--- config.mk ---
export PLATFORM = sky130hd
export DESIGN_NAME = mem_arbiter
export DESIGN_NICKNAME = d
export VERILOG_FILES = /design/src/mem_pkg.sv /design/src/mem_arbiter.sv
export SDC_FILE = /design/constraint.sdc
export NUM_CORES = 1
export LEC_CHECK = 0
export BUFFER_PORTS_ARGS = -buffer_cell sky130_fd_sc_hd__clkbuf_2
export CORE_AREA = 2 2 164 166
export CTS_CLUSTER_DIAMETER = 50
export DETAILED_ROUTE_END_ITERATION = 10
export DIE_AREA = 0 0 166 168
export HOLD_SLACK_MARGIN = 0.1
export PLACE_DENSITY_LB_ADDON = 0.05
export REMOVE_ABC_BUFFERS = 1
export SLEW_MARGIN = 20
export SYNTH_ARGS = -nofsm -noshare
export SYNTH_HDL_FRONTEND = slang
export SYNTH_SLANG_ARGS = --single-unit
--- constraint.sdc ---
create_clock -name clk -period 6.6 [get_ports clk]
set_clock_uncertainty 0.2 [all_clocks]
set_input_delay 1.32 -clock clk [delete_from_list [all_inputs] [get_ports clk]]
set_output_delay 1.32 -clock clk [all_outputs]
set_load 0.02 [all_outputs]
--- src/mem_pkg.sv ---
package mem_pkg;

    typedef logic [63:0] xlen_t;       // data word and byte address
    typedef logic [4:0]  reg_addr_t;   // x0..x31
    typedef logic [7:0]  ram_index_t;  // word index into the data RAM

    localparam int RAM_DEPTH = 256;    // 64-bit words, 2 KiB

    // load funct3 encoding, stores reuse lb/lh/lw/ld
    typedef enum logic [2:0] {
        lb  = 3'b000,
        lh  = 3'b001,
        lw  = 3'b010,
        ld  = 3'b011,
        lbu = 3'b100,
        lhu = 3'b101,
        lwu = 3'b110
    } mem_size_e;

    // register result source in writeback
    typedef enum logic [1:0] {
        alu      = 2'd0,
        mem      = 2'd1,
        pc_plus4 = 2'd2   // jal/jalr link value
    } wreg_sel_e;

    // execute -> memory stage, 205 bits
    typedef struct packed {
        xlen_t      store_data;  // rs2 value
        logic       mem_wen;
        logic       mem_ren;
        mem_size_e  size;
        wreg_sel_e  wreg_sel;
        logic       reg_wen;
        reg_addr_t  rd;
        xlen_t      alu_result;  // also the memory address
        xlen_t      pc;
    } ex_mem_bus_t;

    // memory stage -> writeback, 200 bits
    typedef struct packed {
        logic       reg_wen;
        reg_addr_t  rd;
        wreg_sel_e  wreg_sel;
        xlen_t      load_data;
        xlen_t      alu_result;
        xlen_t      pc;
    } mem_wb_bus_t;

    // one access to the data RAM
    typedef struct packed {
        ram_index_t index;
        logic       we;
        logic [7:0] mask;   // one bit per byte lane
        xlen_t      wdata;
    } ram_req_t;

endpackage

--- src/mem_arbiter.sv ---
`timescale 1ns/1ps

module mem_arbiter (
    input  logic              clk,
    input  logic              rst,
    input  logic              host_req,
    input  logic              host_we,
    input  mem_pkg::xlen_t    host_addr,
    input  mem_pkg::xlen_t    host_wdata,
    input  mem_pkg::ram_req_t ms_req,
    input  mem_pkg::xlen_t    ram_rdata,
    output logic              mem_grant,
    output mem_pkg::ram_req_t ram_req,
    output logic              host_rvalid,
    output mem_pkg::xlen_t    host_rdata
);
    import mem_pkg::*;

    ram_req_t host_side;

    // host strobe cannot wait, so it always wins
    assign mem_grant = !host_req;

    always_comb begin
        host_side.index = host_addr[10:3];  // byte address to word index
        host_side.we    = host_we;
        host_side.mask  = 8'hff;            // host works on whole words
        host_side.wdata = host_wdata;
    end

    always_comb begin
        if (host_req) begin
            ram_req = host_side;  // stalled store request is dropped here
        end else begin
            ram_req = ms_req;
        end
    end

    // read response one cycle after the strobe
    always_ff @(posedge clk) begin
        if (rst) begin
            host_rvalid <= 1'b0;
        end else begin
            host_rvalid <= host_req && !host_we;
        end
    end

    always_ff @(posedge clk) begin
        if (host_req && !host_we) begin
            host_rdata <= ram_rdata;  // old word, write lands at this edge
        end
    end

endmodule

### Word-level counts from Yosys, hierarchy flattened

Cells that the tools add are included.

| word-level totals | value |
|---|---|
| bits in registers | 65 |
| logic and storage cells | 6 |

| operators by class | value |
|---|---|
| mux-type cells | 1 |
| reduce and logical (&&, ||, !) cells | 3 |

Operators by type and width:

| operator | count |
|---|---|
| 81-bit 2-to-1 mux | 1 |
| 1-bit logical NOT | 2 |
| 1-bit logical AND | 1 |

### Depth between registers and ports, before layout

Gate-level depths: netlist of run 1.

| logic depth | value |
|---|---|
| depth in word-level cells | 2 |
| depth in mapped cells | 3 |

### Least setup slack after synthesis of run 1

Ideal clock, no wire load.

| timing path | value |
|---|---|
| kind | input port to flip-flop |
| from | in host_req |
| to | reg host_rdata[0], enable pin |
| arrival | 4.476 ns |
| setup slack | 1.429 ns |
| cell stages on the path | 3 |
| buffers on the path | 2 |
| cell sequence | buf_6 > buf_2 > nor2b_1 |

| on the way | value |
|---|---|
| longest elaborated chain between the ends | 1 |

RTL lines:

| what | line | text |
|---|---|---|
| start, declared | mem_arbiter.sv:6 | `input logic host_req,` |
| 1-bit logical AND | mem_arbiter.sv:49 | `if (host_req && !host_we) begin` |
| end signal, assigned | mem_arbiter.sv:50 | `host_rdata <= ram_rdata;` |
| end, declared | mem_arbiter.sv:15 | `output mem_pkg::xlen_t host_rdata` |

Every way passes these cells.
A chain may end at the register's enable or synchronous reset.

==> summary.txt, run 1 <==
Outcome
  • Status: finished clean

Clocking
  • Post_cts resized: 0
  • Sink Count: 65
  • Post-CTS Setup Inserts: 0
  • Clk root buf: clkbuf_16
  • Worst-path clk slew: 0.05 ns
  • H-tree Lvls: 3
  • CTS tree: done
  • Hold buffer count at CTS: 0
  • Cts bufs inserted: 9
  • Clock buffer depth: 2

Setup path
  • Critical Path Source Type: input port
  • Peak per-stage delay on the critical path: 0.69 ns
  • CP Buf/Inv Count: 3
  • Worst path most repeated cell: buf_4
  • Worst EP required: 5.08 ns
  • Crit-path leading delay family: buffers and inverters
  • Setup crit start: host_req
  • Element type at the critical path end: output pin
  • Critical Path Sink: ram_req[11]
  • Critical path depth in cells: 4
  • Crit-path cells: buf_4 > buf_4 > mux2_2 > clkbuf_2
  • CP Class: input port to output pin
  • Worst EP arrival: 3.06 ns
  • CP max-delay cell: buf_4
  • Worst Path Max Fanout: 61

Route
  • Total vias in the final route: 2866
  • Final ANT Viol Nets: 0
  • Via density: 3.279
  • DRT Wirelength: 13360 um
  • Drt pass-1 iters: 4
  • Residual DRC: 0
  • DR iter-0 viols: 56
  • WL/cell: 15.28 um

Finish
  • Most common cell after layout, fill and taps aside: clkbuf_2
  • Nets: 806
  • N_diodes: 0
  • Commonest non-fill, non-tap cells in the layout: clkbuf_2, edfxtp_1, mux2_4
  • Share of layout cells above drive strength 1: 86.30%
  • Area Growth Syn to Fin: 80.28%
  • Post-route cell area: 5594 um^2

Yosys
  • Synth area leader: edfxtp_1
  • Flops & latches, synth: 65
  • Share of the synthesized area in the top cell type: 61.94%
  • Syn avg cell area: 19.64 um^2
  • Seq/Total Area, Yosys: 62.58%
  • Post-synthesis instance total: 158
  • Post-synthesis instance area: 3103 um^2
  • Synth top area cells: edfxtp_1, mux2_4, mux2_2
  • Synth unique cells: 11
  • Synth warnings: 0

STA
  • Max-slew violations: 0
  • Final setup fails: 0
  • Final Hold Vio Count: 0
  • Fin crit share: 69.42%
  • Fin crit period: 4.582 ns
  • Setup TNS: 0 ns
  • Worst-Margin Slew: 0.9423 ns
  • Relative slew slack: 37.18%
  • Unrepaired setup endpoints after global routing: no
  • Max Clock Freq: 218.3 MHz

Floorplanning
  • Die Area: 27890 um^2
  • Die X-Extent: 166 um
  • I/O pin count: 424
  • Core area: 26350 um^2
  • Initial Utilization: 11.78%
  • Die Y: 168 um
  • Cell Rows: 60

Placement
  • Routability Congestion: 0.7514
  • Area after DPL: 5309 um^2
  • PortBufs: 367
  • DP HPWL: 11700 um

GRT
  • First-pass GRT wire length: 19150 um
  • Initial antenna violation count: 0
  • Global Route Usage Sum: 9.088%
  • Gr ovfl total: 0
  • Vias in the first global route: 3130
  • Largest net degree at the start of global routing: 62

Pwr
  • Comb power frac: 23.9%
  • VDD IR max: 113.4 uV
  • NetSw: 336.3 uW
  • Internal power: 907.1 uW
  • Sw Share: 27.05%
  • Pwr per Cell Area: 222.3 nW/um^2
  • Reg power frac: 39.5%
  • Pwr Total: 1.243 mW
  • LEAKAGE: 2.807 nW
  • Clock Power Share: 36.6%

Job
  • Max cap viols: 0

Hold path
  • Hold/Removal Path Class: input port to register
## layer usage
layer / global-route usage, % / part of all wire [%] / vias to the layer above
li1: - / - / 1352
met1: 9.815 / 37 / 1281
met2: 16.11 / 50 / 221
met3: 4.302 / 12 / 12
met4: 2.155 / 1.0 / 0
met5: 0 / 0 / -
## cell usage after synthesis
master,count
nor3b_2,1
dfxtp_1,1
buf_2,3
buf_6,6
or2_1,7
or2_2,1
mux2_4,49
nor2b_1,1
mux2_2,24
inv_1,1
edfxtp_1,64
## registers in the layout, indices dropped and copies added, names as in the netlist
| register | flops |
|---|---|
| host_rvalid | 1 |
| host_rdata | 64 |
## area by class of cell
cell class | instances | area, um^2
Timing Repair Buffer | 369 | 1854
Clock buffer | 9 | 225.2
Multi-Input combinational cell | 83 | 1082
Fill cell | 2899 | 20760
Sequential cell | 65 | 1942
Inverter | 1 | 3.754
Tap cell | 341 | 426.7
Clock inverter | 6 | 60.06
## worst min path at each step
| stage | cells after the start | slack [ns] | to | startpoint |
|---|---|---|---|---|
| floorplan | 1 | 1.19 | host_rvalid$_SDFF_PP0_ | host_we |
| global placement | 1 | 1.30 | host_rdata[52]$_DFFE_PP_ | ram_rdata[52] |
| detailed placement | 1 | 1.30 | host_rdata[23]$_DFFE_PP_ | ram_rdata[23] |
| CTS | 2 | 0.95 | host_rvalid$_SDFF_PP0_ | rst |
| global route | 1 | 0.96 | host_rdata[7]$_DFFE_PP_ | ram_rdata[7] |
| finish | 2 | 0.96 | host_rvalid$_SDFF_PP0_ | rst |
## power groups by stage
| stage | Clock [mW] | Sequential [mW] | Combinational, mW |
|---|---|---|---|
| final | 0.455 | 0.491 | 0.297 |
| after global routing | 0.489 | 0.494 | 0.318 |
| after CTS | 0.479 | 0.491 | 0.305 |
| after detailed placement | 0 | 0.500 | 0.305 |
| after global placement | 0 | 0.500 | 0.305 |
| after floorplan | 0 | 0.537 | 0.114 |
## kinds of logic (layout without fill, tap and decap cells)
logic type / after synthesis / after routing / share of synthesized area, %
buf+inv: 10 / 385 / 2.782
flops: 65 / 65 / 62.58
mux: 73 / 73 / 32.42
simple gates: 10 / 10 / 2.218
## through the flow
stage	setup slack [ns]	utilization, %	hold slack [ns]	instances
2_1_floorplan	1.723	-	1.189	149
3_3_place_gp	1.966	20.15	1.299	859
3_5_place_dp	1.950	20.15	1.299	859
4_1_cts	1.945	21.23	0.9488	874
5_1_grt	1.857	21.23	0.9551	874
6_report	2.018	21.23	0.9641	874
Note: power is estimated with default switching activity, not from simulation.
==> inputs of run 2 (changes only) <==
clock period = 4.69 ns   (was 6.6 ns; I/O delays follow)
==> summary.txt, run 2 (synthesized netlist as in run 1, its figures left out) <==
Outcome
  • Status: finished clean

Finish
  • Commonest non-fill, non-tap cells in the layout: clkbuf_2, edfxtp_1, mux2_4
  • Biggest regs: host_rdata (64), host_rvalid (1)
  • Nets: 807
  • Post-route cell area: 5590 um^2
  • Share of layout cells above drive strength 1: 86.33%
  • N_diodes: 0
  • Most common cell after layout, fill and taps aside: clkbuf_2
  • Largest register FFs: 64
  • Area Growth Syn to Fin: 80.16%
  • Reg with most FFs: host_rdata
  • Fillers: 2922

Pwr
  • Comb power frac: 24.7%
  • Clock Power Share: 34.7%
  • LEAKAGE: 2.810 nW
  • VDD IR max: 151.4 uV
  • Pwr per Cell Area: 304.1 nW/um^2
  • Internal power: 1.224 mW
  • NetSw: 476.4 uW
  • Reg power frac: 40.7%
  • Sw Share: 28.02%

Placement
  • DP HPWL: 11670 um
  • Area after DPL: 5329 um^2
  • Routability Congestion: 0.7428
  • PortBufs: 367

Route
  • Final ANT Viol Nets: 0
  • WL/cell: 15.28 um
  • Residual DRC: 0
  • DR iter-0 viols: 96
  • Total vias in the final route: 2878
  • DRT Wirelength: 13370 um
  • Drt pass-1 iters: 4
  • Via density: 3.289

Clocking
  • CTS tree: done
  • Clock buffer depth: 2
  • Worst-path clk slew: 0.05 ns
  • Hold buffer count at CTS: 0
  • Post-CTS Setup Inserts: 0
  • Clk root buf: clkbuf_16
  • H-tree Lvls: 3
  • Cts bufs inserted: 9
  • Post_cts resized: 0
  • Sink Count: 65

Floorplanning
  • Cell Rows: 60
  • Die X-Extent: 166 um
  • Core area: 26350 um^2
  • Die Area: 27890 um^2
  • Initial Utilization: 11.78%
  • I/O pin count: 424
  • Die Y: 168 um

GRT
  • Largest net degree at the start of global routing: 65
  • Met1 Use GR: 9.569%
  • Global Route Usage Sum: 8.888%
  • Grt met2 use: 15.71%
  • GR peak layer: met2
  • Met3 usage: 4.349%
  • Vias in the first global route: 2980
  • Initial antenna violation count: 1
  • First-pass GRT wire length: 18540 um
  • Gr ovfl total: 0

STA
  • Final Hold Vio Count: 0
  • Setup TNS: 0 ns
  • Max Clock Freq: 288.5 MHz
  • Relative slew slack: 42.75%
  • Unrepaired setup endpoints after global routing: no
  • Fin crit period: 3.466 ns
  • Max-slew violations: 0
  • Fin crit share: 73.91%
  • Final setup fails: 0
  • Worst-Margin Slew: 0.8587 ns

Hold path
  • Worst Hold End: host_rvalid$_SDFF_PP0_
  • Hold/Removal Path Class: input port to register
  • Hold Crit Depth: 2
  • Hold Startpoint: rst

Setup path
  • Element type at the critical path end: output pin
  • Worst EP required: 3.55 ns
  • Setup crit start: host_req
  • CP Class: input port to output pin
  • Worst EP arrival: 2.33 ns
  • Critical Path Source Type: input port
  • Worst Path Max Fanout: 32

Job
  • Max cap viols: 0
## run 2: layer usage
metal	vias to the layer above	routed length, um
met1	1298	4974
met4	2	90
met3	8	1683
met5	-	12
met2	218	6607
li1	1352	-
## run 2: power by group through the flow
stage	combinational (mW)	clock, mW	sequential [mW]
after global routing	0.448	0.641	0.695
after detailed placement	0.429	0	0.704
after CTS	0.430	0.624	0.692
after global placement	0.430	0	0.704
final	0.419	0.590	0.691
after floorplan	0.161	0	0.756
## run 2: area by class of cell
| type | instances | area (um^2) | share of cell area (%) |
|---|---|---|---|
| Inverter | 1 | 3.754 | 0.06714 |
| Tap cell | 341 | 426.7 | 7.632 |
| Clock buffer | 9 | 225.2 | 4.029 |
| Multi-Input combinational cell | 83 | 1082 | 19.36 |
| Sequential cell | 65 | 1942 | 34.74 |
| Clock inverter | 6 | 36.28 | 0.6491 |
| Timing Repair Buffer | 370 | 1874 | 33.53 |
## run 2: worst max path at each step
stage	endpoint	slack, ns	cells after the start
2_1_floorplan	host_rdata[0]$_DFFE_PP_	0.20	1
3_3_place_gp	ram_req[11]	1.18	4
3_5_place_dp	ram_req[11]	1.17	4
4_1_cts	ram_req[11]	1.17	4
5_1_grt	ram_req[10]	1.11	4
6_report	ram_req[10]	1.22	4
## run 2: critical path, cell delays in order
cell,delay [ns]
buf_4,0.40
buf_4,0.43
mux2_2,0.39
clkbuf_2,0.16
## run 2: per-stage QoR
stage	utilization, %	cells	hold WS [ns]	total power [mW]	setup slack, ns
2_1_floorplan	-	149	0.8068	0.9166	0.1952
3_3_place_gp	20.22	860	0.9172	1.133	1.184
3_5_place_dp	20.22	860	0.9168	1.133	1.169
4_1_cts	21.22	875	0.5669	1.746	1.167
5_1_grt	21.22	875	0.5737	1.784	1.109
6_report	21.22	875	0.5849	1.700	1.224
