**src/mem_pkg.sv**
```systemverilog
package mem_pkg;

    typedef logic [63:0] xlen_t;       // data word and byte address
    typedef logic [4:0]  reg_addr_t;   // x0..x31
    typedef logic [7:0]  ram_index_t;  // word index into the data RAM

    localparam int RAM_DEPTH = 256;    // 64-bit words, 2 KiB

    // load funct3 encoding, stores reuse lb/lh/lw/ld
    typedef enum logic [2:0] {
        lb  = 3'b000,
        lh  = 3'b001,
        lw  = 3'b010,
        ld  = 3'b011,
        lbu = 3'b100,
        lhu = 3'b101,
        lwu = 3'b110
    } mem_size_e;

    // register result source in writeback
    typedef enum logic [1:0] {
        alu      = 2'd0,
        mem      = 2'd1,
        pc_plus4 = 2'd2   // jal/jalr link value
    } wreg_sel_e;

    // execute -> memory stage, 205 bits
    typedef struct packed {
        xlen_t      store_data;  // rs2 value
        logic       mem_wen;
        logic       mem_ren;
        mem_size_e  size;
        wreg_sel_e  wreg_sel;
        logic       reg_wen;
        reg_addr_t  rd;
        xlen_t      alu_result;  // also the memory address
        xlen_t      pc;
    } ex_mem_bus_t;

    // memory stage -> writeback, 200 bits
    typedef struct packed {
        logic       reg_wen;
        reg_addr_t  rd;
        wreg_sel_e  wreg_sel;
        xlen_t      load_data;
        xlen_t      alu_result;
        xlen_t      pc;
    } mem_wb_bus_t;

    // one access to the data RAM
    typedef struct packed {
        ram_index_t index;
        logic       we;
        logic [7:0] mask;   // one bit per byte lane
        xlen_t      wdata;
    } ram_req_t;

endpackage

```
**src/load_store_align.sv**
```systemverilog
`timescale 1ns/1ps

module load_store_align (
    input  mem_pkg::xlen_t      addr,
    input  mem_pkg::mem_size_e  size,
    input  mem_pkg::xlen_t      store_data,
    input  logic                mem_wen,
    input  mem_pkg::xlen_t      ram_rdata,
    output mem_pkg::ram_req_t   ms_req,
    output mem_pkg::xlen_t      load_data
);
    import mem_pkg::*;

    logic [2:0] offset;     // byte within the word
    logic [5:0] shift;      // same offset in bits
    logic [7:0] base_mask;
    xlen_t      lane_data;

    assign offset = addr[2:0];
    assign shift  = {offset, 3'b000};

    // lanes touched by the access, before placement
    always_comb begin
        case (size)
            lb, lbu: base_mask = 8'h01;
            lh, lhu: base_mask = 8'h03;
            lw, lwu: base_mask = 8'h0f;
            default: base_mask = 8'hff;
        endcase
    end

    // store side
    always_comb begin
        ms_req.index = addr[10:3];
        ms_req.we    = mem_wen;
        ms_req.mask  = base_mask << offset;
        ms_req.wdata = store_data << shift;  // aligned access keeps data in the word
    end

    // load side, move the lanes down then extend
    always_comb begin
        lane_data = ram_rdata >> shift;
        case (size)
            lb:      load_data = {{56{lane_data[7]}}, lane_data[7:0]};
            lbu:     load_data = {56'd0, lane_data[7:0]};
            lh:      load_data = {{48{lane_data[15]}}, lane_data[15:0]};
            lhu:     load_data = {48'd0, lane_data[15:0]};
            lw:      load_data = {{32{lane_data[31]}}, lane_data[31:0]};
            lwu:     load_data = {32'd0, lane_data[31:0]};
            default: load_data = lane_data;  // ld
        endcase
    end

endmodule

```
**config.mk**
```make
export PLATFORM = sky130hd
export DESIGN_NAME = load_store_align
export DESIGN_NICKNAME = d
export VERILOG_FILES = /design/src/mem_pkg.sv /design/src/load_store_align.sv
export SDC_FILE = /design/constraint.sdc
export NUM_CORES = 1
export LEC_CHECK = 0
export ABC_AREA = 1
export BUFFER_PORTS_ARGS = -buffer_cell sky130_fd_sc_hd__clkbuf_2
export CAP_MARGIN = 0
export CORE_AREA = 2 2 133 135
export DETAILED_ROUTE_END_ITERATION = 8
export DIE_AREA = 0 0 135 137
export PLACE_DENSITY = 0.61
export REMOVE_ABC_BUFFERS = 1
export SLEW_MARGIN = 10
export SYNTH_ARGS = -nofsm -noshare
export SYNTH_HDL_FRONTEND = slang
export SYNTH_SLANG_ARGS = --single-unit
```
**constraint.sdc**
```tcl
create_clock -name vclk -period 1.7
set_input_delay 0.34 -clock vclk [all_inputs]
set_output_delay 0.34 -clock vclk [all_outputs]
set_load 0.02 [all_outputs]
```
[Yosys cells after proc, flatten, opt, wreduce, memory -nomap -nowiden]
Cells that the tools add are included.
Cells by class
  bitwise gates (word level): 0
  add/subtract/negate cells: 0
  multiply operators: 0
  $lt $le $gt $ge: 0
  reduce and logical (&&, ||, !) cells: 4
  divide/modulo/power cells: 0
  muxes and demuxes: 2
  equality and inequality tests: 5
  shift operators: 3
Operator list (count)
  $pmux W64 S6: 1
  $shl A64 B6 Y64: 1
  $shr A64 B6 Y64: 1
  $pmux W8 S3: 1
  $eq A3 B3 Y1 const B: 3
  $shl A8 B3 Y8: 1
  $reduce_or A2 Y1: 3
  $eq A3 B1 Y1 const B: 1
  $eq A3 B2 Y1 const B: 1
  $logic_not A3 Y1: 1
Storage, ports and cells
  register bits: 0
  bits in read-only memories: 0
  bits in writable memories: 0
  bits in latches: 0
  bits of input ports: 196
  memories kept: 0

[Longest topological paths before layout]
Gate-level depths: netlist of run 1.
  depth in word-level cells: 4
  gate-level depth with buffers: 11

[Worst setup path before layout of run 1]
Ideal clock, no wire load.
  path kind: input-to-output
  start point: in addr[1]
  end point: out load_data[11]
  path buffers: 3
  setup slack: -0.251 ns
  arrival time: 1.611 ns
  stages on the path: 8
  path through: buf_4 -> inv_4 -> buf_6 -> clkbuf_1 -> nand2_1 -> nand2_1 -> nor2_1 -> o21ai_0
On the way
  cells in the longest elaborated chain, start to end: 2
Ends and longest elaborated chain
  start: declaration: RTL line load_store_align.sv:4  | input mem_pkg::xlen_t addr,
  $shr A64 B6 Y64: RTL line load_store_align.sv:42  | lane_data = ram_rdata >> shift;
  $pmux W64 S6: RTL line load_store_align.sv:43  | case (size)
  end: declaration: RTL line load_store_align.sv:10  | output mem_pkg::xlen_t load_data
Every way passes these cells.

[Worst setup path in the final report of run 1]
  start point: in addr[0]
  end point: out load_data[43]
Same word-level chain as after synthesis.

==> flow_summary_export.csv, run 1 <==
group,metric,value,unit
floorplan,core_area,0.0171,mm2
sta,worst_pin_slew,0.399,ns
routing,ant_nets,0,
floorplan,io_pins,341,
sta,finalHoldViolations,0,
setup_path,cp_cell_sequence,"buf_12 > buf_16 > nand2_1 > nand2_1 > nand2_1 > nand3_2 > nand3_4 > bufbuf_16 > nand4_1 > clkbuf_8",
setup_path,cpLargestDelayFamily,"buffers and inverters",
sta,setup_viol,123,
synthesis,yosysUniqueCellTypes,27,
setup_path,crit_path_end,"load_data[43]",
setup_path,crit_path_max_fanout,8,
placed_design,gp_congestion,0.916,
pwr,p_leak,0.00448,uW
final_layout,area_growth,117,%
setup_path,cp_num_buf_inv,4,
final_layout,fin_nets,1374,
setup_path,critPathKind,"in -> out",
grt,antenna_found_initial,2,
routing,detail_route.iter0.violations,621,
synthesis,yosysWarnings,0,
sta,min_period_over_period,120,%
setup_path,critPathLaunch,"addr[0]",
routing,drc,0,
final_layout,drive_gt1_share,50.9,%
routing,dr.pass1.iters,5,
grt,grt_pass1_wl,36100,um
clock_tree,cts_hold_buffers,0,
pwr,vdd_drop_max,154,uV
sta,layout_setup_ws,-0.345,ns
sta,rsz0062_at_grt,"yes",
final_layout,antennaDiodeCount,0,
sta,period_minus_slack,2.04,ns
setup_path,worst_ep_required_time,1.36,ns
routing,wire_per_inst,19.6,um
placed_design,io_buffers,270,
grt,overflow,0,
synthesis,postSynthCellCount,859,
final_layout,design.seq.count,0,
outcome,status,"complete, but fails checks",
setup_path,crit_path_top_delay_cell,"bufbuf_16",
placed_design,post-place-ws,-0.386,ns
final_layout,final-instance-count-excl-fill,1401,
routing,drt-total-wl,27500,um
floorplan,dieArea,0.0185,mm2
flow_run,drv_cap,0,
routing,drt-vias-per-instance,5.48,
floorplan,start_util,23.9,%
setup_path,path_common_cell,"nand2_1",
final_layout,clkbuf_count,0,
placed_design,dp.cells,1347,
sta,final.setup.tns,-25.26,ns
grt,grt_pass1_vias,6751,
setup_path,end_kind,"output port",
final_layout,n_fill_cell,1596,
sta,slew_headroom,73.2,%
placed_design,dpl.hpwl,17000,um
setup_path,critPathLaunchType,"primary input",
grt,grt_max_degree,42,
floorplan,die_h,137,um
final_layout,regArea,0,um2
setup_path,slowest_delay,0.30,ns
hold_path,hp-class,"in -> out",
final_layout,multiInputGateArea,0.00439,mm2
sta,drv_slew,0,
floorplan,fp.dieW,135,um
outcome,violations,"setup timing",
setup_path,worstPathArrival,1.70,ns
grt,track_usage,24.7,%
synthesis,synth_area_per_cell,4.75,um2
pwr,powerDensity,357,mW/mm2
floorplan,rows,48,
routing,via_count,7684,
setup_path,cp_num_cells,10,
sta,holdWs,0.680,ns
pwr,total_power,3170,uW
synthesis,ys_seq_area_share,0,%
synthesis,synth_area,0.00408,mm2
sta,fmax,489,MHz
-- layer usage --
layer | up-vias | track usage, % | wire length, um
met3 | 112 | 6.41 | 2940
met1 | 3518 | 31.0 | 10500
met4 | 2 | 7.58 | 1270
met5 | - | 0 | 13
met2 | 533 | 41.5 | 12800
li1 | 3519 | - | -
-- power breakdown --
group | internal (uW) | total, uW | switching, uW
logic | 1440 | 3170 | 1730
registers | 0 | 0 | 0
clock network | 0 | 0 | 0
total | 1440 | 3170 | 1730
-- worst min path at each step --
stage / from / end / slack (ns) / cells past startpoint
after floorplan: mem_wen / ms_req[72] / 0.68 / 0
after global placement: addr[5] / ms_req[75] / 0.68 / 0
after detailed placement: addr[5] / ms_req[75] / 0.68 / 0
after CTS: addr[5] / ms_req[75] / 0.68 / 0
after global routing: addr[5] / ms_req[75] / 0.68 / 0
final: addr[7] / ms_req[77] / 0.68 / 0
-- timing repair --
action,CTS,global route
pin swaps,21,83
setup endpoints to repair,135,134
resized for setup,326,379
buffers inserted,13,20
cloned,17,6
-- kinds of logic after synthesis --
kind of cell           count (synthesis)  share of synthesized area, %
buffers and inverters                138                          17.2
multiplexers                          26                          6.37
AND/OR/NAND/NOR                      543                          56.5
AO/OA/AOI/OAI                        152                          20.0
-- per-stage QoR --
stage	util [%]	instance area, um2
after floorplan	-	3570
after global placement	35.2	6010
after detailed placement	35.2	6010
after CTS	44.6	7600
after global routing	52.0	8860
final	52.0	8860
-- cell usage in the layout (no fill, tap or decap), types with 2 or more instances in the layout --
cell type,n
o21ai_0,19
inv_2,7
nor2_4,9
o21ai_1,45
buf_6,58
o22ai_4,6
nor2_1,36
mux2i_2,7
or2_2,2
nand3_2,19
nand4_1,32
o21ai_2,35
buf_4,104
clkbuf_8,34
nand3_1,101
nand2_2,43
buf_2,11
nor2_2,13
mux2i_1,4
inv_1,38
mux2i_4,15
o21ai_4,14
o22ai_2,2
nand3_4,2
inv_8,3
inv_6,2
clkbuf_16,5
clkbuf_2,134
a21oi_1,10
o211ai_1,15
nand2_1,273
buf_16,16
a21oi_2,2
nand2_4,8
buf_8,8
clkbuf_4,4
buf_12,30
-- cell type report --
type	count	share of cell area, %
multi-input cells	721	49.5
repair buffers	405	44.9
well taps	225	3.18
inverters	50	2.48
-- cells in the mapped netlist (2+ instances only) --
cell type	instances	area, um2
a21oi_1	13	65.1
buf_1	12	45.0
buf_2	30	150
buf_4	18	135
buf_6	10	113
clkbuf_1	18	67.6
inv_1	47	176
inv_2	2	7.51
mux2i_1	26	260
nand2_1	324	1220
nand3_1	121	606
nand4_1	32	200
nor2_1	56	210
nor2_4	2	22.5
o211ai_1	15	113
o21ai_0	96	480
o21ai_1	17	85.1
o22ai_1	9	56.3
or2_2	3	18.8
(Power assumes the default switching activity.)
==> run 2, diff against run 1 <==
--- a/config.mk
+++ b/config.mk
@@ -5,13 +5,12 @@
 export SDC_FILE = /design/constraint.sdc
 export NUM_CORES = 1
 export LEC_CHECK = 0
-export ABC_AREA = 1
 export BUFFER_PORTS_ARGS = -buffer_cell sky130_fd_sc_hd__clkbuf_2
 export CAP_MARGIN = 0
-export CORE_AREA = 2 2 133 135
+export CORE_AREA = 2 2 134 136
 export DETAILED_ROUTE_END_ITERATION = 8
-export DIE_AREA = 0 0 135 137
-export PLACE_DENSITY = 0.61
+export DIE_AREA = 0 0 136 138
+export PLACE_DENSITY = 0.62
 export REMOVE_ABC_BUFFERS = 1
 export SLEW_MARGIN = 10
 export SYNTH_ARGS = -nofsm -noshare
==> flow_summary_export.csv, run 2 <==
group,metric,value,unit
synthesis,synth_most_common_cell,"mux2i_1",
setup_path,slowest_delay,0.26,ns
sta,slew_headroom,78.3,%
setup_path,cp_num_cells,8,
routing,dr.pass1.iters,4,
sta,drv_slew,0,
setup_path,worstPathArrival,1.77,ns
hold_path,hold_path_depth,0,
synthesis,ys_seq_area_share,0,%
sta,min_period_over_period,124,%
final_layout,final_common_cell,"buf_4",
setup_path,cp_cell_sequence,"buf_12 > buf_12 > mux2i_2 > nand2_1 > nand4bb_4 > buf_12 > nand4_1 > buf_4",
sta,period_minus_slack,2.11,ns
synthesis,synth_top_cell_area_share,23.3,%
sta,finalHoldViolations,0,
routing,wire_per_inst,20.7,um
routing,detail_route.iter0.violations,364,
floorplan,core_area,0.0175,mm2
setup_path,critPathKind,"in -> out",
final_layout,clkbuf_count,0,
setup_path,cp_num_buf_inv,4,
pwr,total_power,3480,uW
sta,fmax,473,MHz
sta,rsz0062_at_grt,"yes",
sta,worst_pin_slew,0.317,ns
grt,overflow,0,
synthesis,yosysWarnings,0,
synthesis,synth_largest_area_cell,"mux2i_1",
grt,grt_pass1_vias,6448,
final_layout,final-instance-count-excl-fill,1239,
grt,grt_pass1_wl,35500,um
sta,holdWs,0.680,ns
pwr,powerDensity,367,mW/mm2
setup_path,cpLargestDelayFamily,"buffers and inverters",
setup_path,critPathLaunchType,"primary input",
final_layout,layout_common_cells,"buf_4, clkbuf_2, nand2_1, mux2i_1, buf_6",
sta,layout_setup_ws,-0.412,ns
setup_path,worst_ep_required_time,1.36,ns
floorplan,die_h,138,um
synthesis,synth_area,0.00425,mm2
outcome,status,"complete, but fails checks",
final_layout,regArea,0,um2
grt,grt_max_degree,38,
routing,drc,0,
pwr,p_leak,0.00459,uW
floorplan,io_pins,341,
synthesis,synth_area_leaders,"mux2i_1, mux4_2, nand2_1, nor2_1, mux2_2",
hold_path,hold_end,"ms_req[75]",
final_layout,fin_nets,1208,
sta,final.setup.tns,-30.52,ns
grt,track_usage,23.7,%
setup_path,path_common_cell,"buf_12",
synthesis,yosysUniqueCellTypes,44,
grt,antenna_found_initial,0,
final_layout,design.seq.count,0,
routing,drt-total-wl,25600,um
routing,ant_nets,0,
floorplan,dieArea,0.0188,mm2
routing,drt-vias-per-instance,5.46,
pwr,vdd_drop_max,172,uV
floorplan,rows,49,
hold_path,hp-class,"in -> out",
routing,via_count,6771,
final_layout,antennaDiodeCount,0,
synthesis,synthTopCellsByCount,"mux2i_1, nand2_1, nor2_1",
setup_path,end_kind,"output port",
placed_design,dp.cells,1171,
outcome,violations,"setup timing",
final_layout,area_growth,123,%
final_layout,multiInputGateArea,0.00477,mm2
flow_run,drv_cap,0,
hold_path,worstHoldStart,"addr[5]",
setup_path,crit_path_top_delay_cell,"mux2i_2",
placed_design,gp_congestion,0.857,
sta,setup_viol,122,
placed_design,post-place-ws,-0.547,ns
synthesis,synth_area_per_cell,7.02,um2
final_layout,drive_gt1_share,67.8,%
final_layout,n_fill_cell,1479,
floorplan,start_util,24.2,%
placed_design,io_buffers,270,
setup_path,crit_path_max_fanout,14,
floorplan,fp.dieW,136,um
placed_design,dpl.hpwl,16100,um
synthesis,postSynthCellCount,605,
-- run 2: cell types whose count changed in the layout (fill, tap and decap cells not counted), moves of 13 or more --
cell / change
buf_4: +80
buf_8: +26
inv_1: -37
mux2_4: +13
mux2i_1: +61
mux4_2: +16
nand2_1: -192
nand2_2: -37
nand3_1: -90
nand3_2: -16
nor2_1: +15
o21ai_0: -16
o21ai_1: -36
o21ai_2: -15
-- run 2: area by class of cell --
| cell class | count | share of cell area (%) |
|---|---|---|
| multi-input combinational | 520 | 50.3 |
| timing repair buffer | 486 | 46.4 |
| tap | 229 | 3.02 |
| inverter | 4 | 0.277 |
-- run 2: worst max-delay path by stage --
stage,start,endpoint
global placement,addr[2],load_data[48]
detailed placement,addr[2],load_data[48]
CTS,addr[0],load_data[48]
floorplan,addr[0],load_data[18]
finish,addr[0],load_data[42]
global route,addr[2],load_data[42]
-- run 2: logic make-up after synthesis --
group | count (synthesis) | share of synthesized area, %
buffers and inverters | 85 | 13.5
multiplexers | 135 | 37.1
AO/OA/AOI/OAI | 147 | 23.5
AND/OR/NAND/NOR | 238 | 25.9
-- run 2: repair_timing --
item | CTS | global route
cloned | 12 | 3
hold buffers | 0 | 0
resized for setup | 321 | 312
setup endpoints to repair | 134 | 131
pin swaps | 45 | 61
setup buffers | 38 | 28
-- run 2: where the power goes --
group          leakage (uW)  total [uW]  switching (uW)  internal [uW]
clock                     0           0               0              0
combinational       0.00459        3480            1720           1760
sequential                0           0               0              0
total               0.00459        3480            1720           1760
-- run 2: routing by layer --
metal / up-vias / wire length, um / global-route usage (%)
li1: 3068 / - / -
met1: 3250 / 9530 / 28.3
met2: 373 / 13000 / 42.4
met3: 80 / 2040 / 4.33
met4: 0 / 1060 / 7.95
met5: - / 0 / 0
-- run 2: through the flow --
stage,utilization [%],instance area [um2]
floorplan,-,3690
global placement,37.6,6600
detailed placement,37.6,6600
CTS,48.5,8510
global route,54.1,9480
finish,54.1,9480
