===== src/mem_pkg.sv =====
package mem_pkg;

    typedef logic [63:0] xlen_t;       // data word and byte address
    typedef logic [4:0]  reg_addr_t;   // x0..x31
    typedef logic [7:0]  ram_index_t;  // word index into the data RAM

    localparam int RAM_DEPTH = 256;    // 64-bit words, 2 KiB

    // load funct3 encoding, stores reuse lb/lh/lw/ld
    typedef enum logic [2:0] {
        lb  = 3'b000,
        lh  = 3'b001,
        lw  = 3'b010,
        ld  = 3'b011,
        lbu = 3'b100,
        lhu = 3'b101,
        lwu = 3'b110
    } mem_size_e;

    // register result source in writeback
    typedef enum logic [1:0] {
        alu      = 2'd0,
        mem      = 2'd1,
        pc_plus4 = 2'd2   // jal/jalr link value
    } wreg_sel_e;

    // execute -> memory stage, 205 bits
    typedef struct packed {
        xlen_t      store_data;  // rs2 value
        logic       mem_wen;
        logic       mem_ren;
        mem_size_e  size;
        wreg_sel_e  wreg_sel;
        logic       reg_wen;
        reg_addr_t  rd;
        xlen_t      alu_result;  // also the memory address
        xlen_t      pc;
    } ex_mem_bus_t;

    // memory stage -> writeback, 200 bits
    typedef struct packed {
        logic       reg_wen;
        reg_addr_t  rd;
        wreg_sel_e  wreg_sel;
        xlen_t      load_data;
        xlen_t      alu_result;
        xlen_t      pc;
    } mem_wb_bus_t;

    // one access to the data RAM
    typedef struct packed {
        ram_index_t index;
        logic       we;
        logic [7:0] mask;   // one bit per byte lane
        xlen_t      wdata;
    } ram_req_t;

endpackage


===== src/wb_stage.sv =====
`timescale 1ns/1ps

module wb_stage (
    input  logic                 clk,
    input  logic                 rst,
    input  logic                 ms_to_ws_valid,
    input  mem_pkg::mem_wb_bus_t ms_to_ws_bus,
    output logic                 ws_allowin,
    output logic                 rf_wen,
    output mem_pkg::reg_addr_t   rf_waddr,
    output mem_pkg::xlen_t       rf_wdata
);
    import mem_pkg::*;

    logic        ws_valid;
    logic        ws_ready_go;
    mem_wb_bus_t ws_bus;

    // register file write never stalls
    assign ws_ready_go = 1'b1;
    assign ws_allowin  = !ws_valid || ws_ready_go;

    always_ff @(posedge clk) begin
        if (rst) begin
            ws_valid <= 1'b0;
        end else if (ws_allowin) begin
            ws_valid <= ms_to_ws_valid;
        end
    end

    always_ff @(posedge clk) begin
        if (ms_to_ws_valid && ws_allowin) begin
            ws_bus <= ms_to_ws_bus;
        end
    end

    // x0 stays zero, so never strobe it
    assign rf_wen   = ws_valid && ws_ready_go && ws_bus.reg_wen && (ws_bus.rd != 5'd0);
    assign rf_waddr = ws_bus.rd;

    always_comb begin
        case (ws_bus.wreg_sel)
            mem:      rf_wdata = ws_bus.load_data;
            pc_plus4: rf_wdata = ws_bus.pc + 64'd4;   // link address
            default:  rf_wdata = ws_bus.alu_result;
        endcase
    end

endmodule


===== config.mk =====
export PLATFORM = sky130hd
export DESIGN_NAME = wb_stage
export DESIGN_NICKNAME = d
export VERILOG_FILES = /design/src/mem_pkg.sv /design/src/wb_stage.sv
export SDC_FILE = /design/constraint.sdc
export NUM_CORES = 1
export LEC_CHECK = 0
export ABC_AREA = 1
export BUFFER_PORTS_ARGS = -buffer_cell sky130_fd_sc_hd__buf_4
export CAP_MARGIN = 20
export CORE_UTILIZATION = 45
export CTS_CLUSTER_DIAMETER = 80
export DETAILED_ROUTE_END_ITERATION = 10
export GPL_TIMING_DRIVEN = 0
export HOLD_SLACK_MARGIN = 0.05
export PLACE_DENSITY = 0.74
export SETUP_SLACK_MARGIN = 0.3
export SLEW_MARGIN = 20
export SYNTH_ARGS = -nofsm -noshare
export SYNTH_HDL_FRONTEND = slang
export SYNTH_SLANG_ARGS = --single-unit

===== constraint.sdc =====
create_clock -name clk -period 4 [get_ports clk]
set_clock_uncertainty 0.2 [all_clocks]
set_input_delay 0.8 -clock clk [delete_from_list [all_inputs] [get_ports clk]]
set_output_delay 0.8 -clock clk [all_outputs]
set_load 0.05 [all_outputs]

-- Word-level counts from Yosys, hierarchy flattened
Index checks and enable logic that the tools add are counted.
- add/subtract/negate cells: 1
- multiplexer cells: 1
- reductions and logical operators: 3
- eq/ne operators: 2
- operators with widths (kind ; count):
    case mux 64 bit (2 select lines) ; 1
    adder 64 x 3 -> 64 bit, second input constant ; 1
    nonzero test 5 bit ; 1
    == test 2 x 1 -> 1 bit, second input constant ; 1
    == test 2 bit, second input constant ; 1
    logical AND 1 bit ; 2
- output and inout port bits: 71
- register bits: 201
- word-level logic and storage cells: 14
- bits of input ports: 203

-- Depth between registers and ports, before layout
Gate-level depths: netlist (run 1).
- word-level depth: 2
- gate-level depth with buffers: 11
- depth with buffers taken out: 11

-- Least setup slack after synthesis (run 1)
OpenSTA, ideal clock, no wires.
- path type: flip-flop to output port
- start point: register ws_bus[192] (netlist bit)
- end point: output rf_wdata[9]
- required time: 3000 ps
- slack: 790 ps
- arrival time: 2210 ps
- stages on the path, launching flop included: 7
- buffers on the path: 1
- path through: edfxtp_1 -> inv_1 -> ha_1 -> buf_2 -> clkinv_1 -> o21a_1 -> o21ai_0
- word-level cells in the longest chain between the ends: 2
- elaborated cells on any way between the ends: 3
- classes of those cells: 2 x eq/ne; 1 x mux
- ends and longest elaborated chain (item ; RTL line ; RTL):
    start, declared ; wb_stage.sv:17 ; mem_wb_bus_t ws_bus;
    start signal, assigned ; wb_stage.sv:33 ; ws_bus <= ms_to_ws_bus;
    == test 2 bit or == test 2 x 1 -> 1 bit (tied branches) ; wb_stage.sv:42 ; case (ws_bus.wreg_sel)
    case mux 64 bit (2 select lines) (*) ; wb_stage.sv:42 ;
    end, declared ; wb_stage.sv:11 ; output mem_pkg::xlen_t rf_wdata
Mark *: on every way between the ends. The rest lies on a longest branch, timed or not.

-- Worst setup path after layout (run 1)
- start point: register ws_bus[193] (netlist bit)
- end point: output rf_wdata[3]
The elaborated chain is that of the path after synthesis.

==> results.cfg, run 1 <==
[grt]
antenna_found_initial = 0
grt_usage_pct = 26.6
grt_pass1_wl_um = 42500
grt_max_degree = 102
grt-ovfl-total = 0
grt_pass1_vias = 7702

[status]
status = completed

[route]
routed_wl_um = 28400
drc = 0
antenna_left = 0
firstDrtPassIters = 5
drt_iter0_drc = 475
viasPerCell = 5.08
dr_total_vias = 7807
wl_per_cell_um = 18.5

[clock_tree]
numCtsBuffers = 22
hold_buffers = 0
htree_levels = 1
tritoncts = done
cts_root_buf = clkbuf_16
clk_path_buf_depth = 3
cts_sinks = 201
clkTransAtPathRegs_ns = 0.06

[floorplan]
core-area_sq_um = 20400
die_h_um = 147
rows = 52
initial_core_util_pct = 46.2
pin_count = 274
die_area_sq_um = 21500
die_x_um = 147

[timing]
timing.final.crit_share_pct = 91.5
tns_ns = 0
rsz0062_at_grt = true
holdWs_ns = 0.240
slew_headroom_pct = 48.7
worst_pin_slew_ns = 0.770
period_needed_ns = 3.66
report.final.setup_viol = 0
slew_viol_final = 0
setup_ws_ns = 0.338
timing.final.hold_violations = 0
fmax_mhz = 273

[cells_and_area]
n_antenna_cell = 0
area_growth_pct = 33.3
nFillCells = 1701
drive_gt1_share_pct = 28.7
seqCellArea_sq_um = 6030
fin_util_pct = 61.6
multi_input_area_sq_um = 2980
final_cells = 1538
final_nets = 1459
stdcell_area_sq_um = 12500

[critical_path]
critical_path_class = flip-flop to output pin
cpLargestDelayFamily = buffers and inverters
critPathMaxFanout = 10
critPathSlowestCell = clkbuf_1
slowest_delay_ns = 0.41
cp.arrival_ns = 2.66
end_kind = output pin
cp-start-kind = flip-flop
crit_buf_inv = 3
crit_top_cell = a21oi_1
crit_chain = ha_1, clkbuf_2, clkbuf_1, a21oi_1, a21oi_1, buf_4
required_ns = 3.00

[power]
power_frac_clock_pct = 32.6
p_seq_share_pct = 44.3
swShare_pct = 30.6
p_per_area_nw_per_um2 = 470
p_sw_mw = 1.80
irDropWorstVdd_v = 0.000473
combPwrFrac_pct = 23.1
p_int_mw = 4.09
power_mw = 5.89
p_leak_nw = 5.16

[placed_design]
io_buffers = 272
dp_hpwl_um = 22100
preCtsSetupSlack_ns = 0.501
place_inst = 1499
gp_congestion = 0.923
placed_area_sq_um = 11800

[yosys]
synth_edf_count = 200
synthTopCellsByArea = edfxtp_1 64%, nand2_1 7.9%, a21oi_1 7.4%
synth.avg_cell_area_sq_um = 9.84
synth_top_cell_by_area = edfxtp_1
synth-main-ff-cell = edfxtp_1
ys_top_cells_by_count = 200 x edfxtp_1, 197 x nand2_1, 169 x nor2_1
syn_area_sq_um = 9400
synth_nets = 1162
yosysSeqAreaShare_pct = 64.1
synthArstFlopShare_pct = 0
ys_types = 30
yosys.area.top_type_share_pct = 63.9
yosys_warnings = 0
synthCells = 956
ys_ff_latch = 201
synth_most_common_cell = edfxtp_1

[min_path]
hp-class = input pin to flip-flop

[flow_run]
maxCapViolCount = 0
placed cells by master (no fill, tap or decap), drive strengths merged:
cell type | Yosys | routed
a21o | 1 | 1
a21oi | 139 | 139
buf | 11 | 284
bufinv | 0 | 2
clkbuf | 21 | 47
clkinv | 1 | 11
conb | 1 | 1
dfxtp | 1 | 1
edfxtp | 200 | 200
ha | 3 | 3
inv | 71 | 72
nand2 | 210 | 210
nand3 | 67 | 67
nand4 | 2 | 2
nor2 | 185 | 185
o21a | 1 | 1
o21ai | 24 | 24
o21bai | 14 | 14
o311ai | 1 | 1
or2 | 1 | 1
or3 | 1 | 1
xor2 | 1 | 1
power groups by stage:
stage          Combinational, mW  Sequential (mW)  Clock (mW)
2_1_floorplan              0.818             2.61           0
3_3_place_gp                1.34             2.65           0
3_5_place_dp                1.36             2.65           0
4_1_cts                     1.36             2.61        1.97
5_1_grt                     1.44             2.63        2.03
6_report                    1.36             2.61        1.92
state kept, by name (all words and copies together) (netlist names):
register,flops
ws_bus,195
rf_waddr,5
ws_valid,1
per-layer routing:
metal | GRT usage, % | vias up | routed length (um)
met1 | 33.8 | 3600 | 11600
met5 | 0 | - | 0
li1 | - | 3862 | -
met4 | 8.18 | 0 | 834
met3 | 5.34 | 50 | 2010
met2 | 45.8 | 295 | 14000
cells by family (layout without fill, tap and decap cells):
logic type,count (synthesis),in the layout,share of synthesized area [%]
buffers and inverters,104,416,4.42
AO/OA/AOI/OAI,180,180,10.0
flip-flops,201,201,64.1
other,1,1,0.0399
XOR/XNOR,1,1,0.0932
adder cells (fa/ha/maj),3,3,0.399
AND/OR/NAND/NOR,466,466,20.9
layout make-up:
type,count,area share (%)
Inverter,72,2.18
Buffer,32,1.25
Tap cell,270,2.69
Timing Repair Buffer,273,16.6
Clock inverter,13,0.968
Clock buffer,26,4.51
Multi-Input combinational cell,651,23.8
Sequential cell,201,48.1
timing repair:
| action | in CTS | in global routing |
|---|---|---|
| hold endpoints to repair | 0 | 0 |
| endpoints found under the setup margin | 61 | 21 |
| resized for setup | 7 | 14 |
| setup buffers | 0 | 0 |
worst paths after layout:
check	slack, ns	to	from	cells after the start
worst max-delay path	0.34	rf_wdata[3]	ws_bus[193]$_DFFE_PP_	6
worst min-delay path	0.24	ws_valid$_SDFF_PP0_	rst	2
(Power assumes the default switching activity.)
==> inputs of run 2 (changes only) <==
CTS_BUF_LIST = sky130_fd_sc_hd__clkbuf_4 sky130_fd_sc_hd__clkbuf_8   (was not set)
PLACE_DENSITY = 0.77   (was 0.74)
SKIP_CTS_REPAIR_TIMING = 1   (was not set)
clock period = 3.2 ns   (was 4 ns; I/O delays follow)
==> run 2 against run 1 <==
  * Cell area is 10% higher
  * Total power is 29% higher
  * Global-route usage is 0.43 points lower
  * Critical path type unchanged
  * The run now ends with setup timing left
  * Non-clock buffer count is 36 higher
==> results.cfg, run 2 (synthesis gave the netlist of run 1 again) <==
[floorplan]
core-area_sq_um = 20400
pin_count = 274
initial_core_util_pct = 46.2
die_area_sq_um = 21500
die_x_um = 147
die_h_um = 147
rows = 52

[placed_design]
preCtsSetupSlack_ns = -0.0557
dp_hpwl_um = 21400
gp_congestion = 0.889
io_buffers = 272
placed_area_sq_um = 12000

[grt]
grt-ovfl-total = 0
antenna_found_initial = 0
grt_pass1_wl_um = 41900
grt_max_degree = 106
grt_usage_pct = 26.2
grt_pass1_vias = 7895

[cells_and_area]
final_nets = 1509
area_growth_pct = 47.3
n_antenna_cell = 0
top_register = ws_bus
largest_register_ffs = 195
drive_gt1_share_pct = 44.7
layout_commonest_cell = buf_4
layout_common_cells = 258 x buf_4, 200 x edfxtp_1, 161 x nand2_1
nFillCells = 1553
stdcell_area_sq_um = 13800

[status]
status = complete, but fails checks
failed_checks = setup timing

[critical_path]
cp-start-kind = flip-flop
critPathMaxFanout = 4
crit_top_cell = nand2_4
cp.arrival_ns = 2.53
critPathSlowestCell = edfxtp_1
crit_chain = ha_4, nand2_4, nor2_4, nand2_4, nor2_4, nand2_4, o21bai_1, nand3_1, a21oi_2, buf_4
end_kind = output pin
slowest_delay_ns = 0.46
startpoint = ws_bus[2]$_DFFE_PP_
required_ns = 2.36
critical_path_class = flip-flop to output pin

[route]
antenna_left = 0
wl_per_cell_um = 18.6
routed_wl_um = 29700
drc = 0
dr_total_vias = 8360
firstDrtPassIters = 5
viasPerCell = 5.23
drt_iter0_drc = 729

[min_path]
whs_path_depth = 2
hp-class = input pin to flip-flop
min-delay-start = rst

[flow_run]
maxCapViolCount = 0

[timing]
fmax_mhz = 297
worst_pin_slew_ns = 0.786
report.final.setup_viol = 25
rsz0062_at_grt = true
slew_headroom_pct = 47.6
slew_viol_final = 0
timing.final.hold_violations = 0
setup_ws_ns = -0.166
period_needed_ns = 3.37
timing.final.crit_share_pct = 105
holdWs_ns = 0.0618

[clock_tree]
numCtsBuffers = 36
cts_sinks = 201
tritoncts = done
clk_path_buf_depth = 3
clkTransAtPathRegs_ns = 0.06
htree_levels = 2
cts_root_buf = clkbuf_8

[power]
p_leak_nw = 5.66
irDropWorstVdd_v = 0.000382
p_per_area_nw_per_um2 = 550
## run 2: path summary, 6_finish.rpt
path              slack [ns]             endpoint
setup / recovery       -0.17         rf_wdata[54]
hold / removal          0.06  ws_valid$_SDFF_PP0_
## run 2: layer usage
metal / up-vias / global-route usage [%] / wire length [um]
li1: 3966 / - / -
met1: 3882 / 31.9 / 11300
met2: 432 / 43.4 / 14300
met3: 80 / 7.84 / 3030
met4: 0 / 10.6 / 1130
met5: - / 0 / 0
## run 2: stage by stage
stage | cells | power, mW | TNS [ns] | utilization, %
finish | 1599 | 7.61 | -1.59 | 68.0
global route | 1599 | 7.89 | -5.88 | 68.0
CTS | 1563 | 7.38 | -30.77 | 62.3
detailed placement | 1499 | 5.06 | -0.333 | 58.9
global placement | 1498 | 5.04 | 0 | 58.7
floorplan | 956 | 4.36 | 0 | -
## run 2: report_power, final
group | leakage (nW) | switching [mW] | internal, mW
Combinational | 3.34 | 1.27 | 0.752
Clock | 0.355 | 1.07 | 1.26
Sequential | 1.97 | 0.130 | 3.14
## run 2: cell type report
type                       count  area (sq um)  area share (%)
clock buffer                  46           571            4.12
timing repair buffer         309          2570            18.5
clock inverter                18           116           0.840
tap                          270           338            2.44
sequential                   201          6030            43.5
inverter                      72           284            2.05
multi-input combinational    651          3710            26.8
buffer                        32           238            1.72
## run 2: critical path, delay by kind of cell (launching register included)
family / cells / cell delay (ns)
flops: 1 / 0.46
simple gates: 6 / 0.80
buf+inv: 1 / 0.21
fa+ha+maj: 1 / 0.19
compound gates: 2 / 0.33
==> inputs of run 3 (changes only) <==
SETUP_SLACK_MARGIN = 0.15   (was 0.3)
==> run 3 against run 2 <==
  * Core utilization is 0.64 points higher
  * Sequential power hardly changed
  * The flow still finishes with violations (setup timing)
  * Non-clock buffer count is 25 higher
  * Critical path type unchanged
==> results.cfg, run 3 (synthesis gave the netlist of run 1 again) <==
[timing]
worst_pin_slew_ns = 0.784
slew_headroom_pct = 47.8
timing.final.crit_share_pct = 103
setup_ws_ns = -0.0888
rsz0062_at_grt = true
slew_viol_final = 0
tns_ns = -0.665
timing.final.hold_violations = 0
period_needed_ns = 3.29
fmax_mhz = 304
report.final.setup_viol = 20

[power]
irDropWorstVdd_v = 0.000430
power_mw = 7.53
combPwrFrac_pct = 26.7
p_sw_mw = 2.42
p_leak_nw = 5.78
p_seq_share_pct = 43.5
p_per_area_nw_per_um2 = 538
swShare_pct = 32.2
p_int_mw = 5.10
power_frac_clock_pct = 29.8

[floorplan]
rows = 52
die_h_um = 147
die_area_sq_um = 21500
pin_count = 274
initial_core_util_pct = 46.2
die_x_um = 147
core-area_sq_um = 20400

[clock_tree]
htree_levels = 2
clkTransAtPathRegs_ns = 0.07
cts_root_buf = clkbuf_8
cts_sinks = 201
numCtsBuffers = 34
clk_path_buf_depth = 3
tritoncts = done

[route]
wl_per_cell_um = 19.2
viasPerCell = 5.31
antenna_left = 0
drt_iter0_drc = 557
dr_total_vias = 8580
drc = 0
routed_wl_um = 31100
firstDrtPassIters = 8

[cells_and_area]
largest_register_ffs = 195
layout_commonest_cell = buf_4
fin_util_pct = 68.6
top_register = ws_bus
final_cells = 1617
area_growth_pct = 48.6
drive_gt1_share_pct = 46.3
seqCellArea_sq_um = 6030
layout_common_cells = 297 x buf_4, 200 x edfxtp_1, 156 x nand2_1
multi_input_area_sq_um = 3730
n_antenna_cell = 0
final_nets = 1532
nFillCells = 1537

[grt]
grt-ovfl-total = 0
grt_pass1_vias = 7973
antenna_found_initial = 0
grt_max_degree = 104
grt_pass1_wl_um = 42800
grt_usage_pct = 26.7

[placed_design]
gp_congestion = 0.919
preCtsSetupSlack_ns = -0.115
io_buffers = 272
place_inst = 1499
dp_hpwl_um = 22000

[critical_path]
required_ns = 2.36
critical_path_class = flip-flop to output pin
critPathMaxFanout = 5
cp-start-kind = flip-flop
end_kind = output pin
cp.arrival_ns = 2.45

[flow_run]
maxCapViolCount = 0

[status]
status = complete, but fails checks
failed_checks = setup timing

[min_path]
hp-class = input pin to flip-flop
-- run 3: metrics by stage --
step	hold WS, ns	cell area (sq um)
2_1_floorplan	0.511	9400
3_3_place_gp	0.599	11800
3_5_place_dp	0.598	11800
4_1_cts	0.0331	12500
5_1_grt	0.0508	14000
6_report	0.0759	14000
-- run 3: routing by layer --
layer	global-route usage (%)	share of wire [%]	vias up
met3	6.69	8.4	85
met1	32.6	38	4078
met4	11.2	3.7	0
met5	0	0	-
li1	-	-	4011
met2	45.0	50	406
-- run 3: path summary, 6_finish.rpt --
kind	start	depth (start not counted)	to	slack [ns]
worst max-delay path	ws_bus[2]$_DFFE_PP_	12	rf_wdata[38]	-0.09
worst min-delay path	ms_to_ws_bus[175]	1	ws_bus[175]$_DFFE_PP_	0.08
-- run 3: critical path: stages, from the launching register on --
cell,delay (ns)
edfxtp_1,0.44
ha_4,0.19
nand2_4,0.07
nor2_4,0.15
nand2_4,0.08
nor2_4,0.20
nand2_2,0.12
inv_2,0.09
nand2_1,0.05
nand2_1,0.06
nand3_2,0.10
a21oi_2,0.19
buf_6,0.17
-- run 3: area by class of cell --
type / instances / share of cell area, %
Tap cell: 270 / 2.42
Multi-Input combinational cell: 651 / 26.7
Clock inverter: 11 / 0.582
Timing Repair Buffer: 334 / 19.4
Inverter: 72 / 2.00
Clock buffer: 46 / 4.04
Sequential cell: 201 / 43.1
Buffer: 32 / 1.73
-- run 3: power groups by stage --
stage,Combinational [mW],Clock [mW],Sequential (mW)
5_1_grt,2.11,2.40,3.29
6_report,2.01,2.25,3.27
3_5_place_dp,1.69,0,3.31
2_1_floorplan,1.02,0,3.26
3_3_place_gp,1.67,0,3.31
4_1_cts,1.69,2.29,3.26
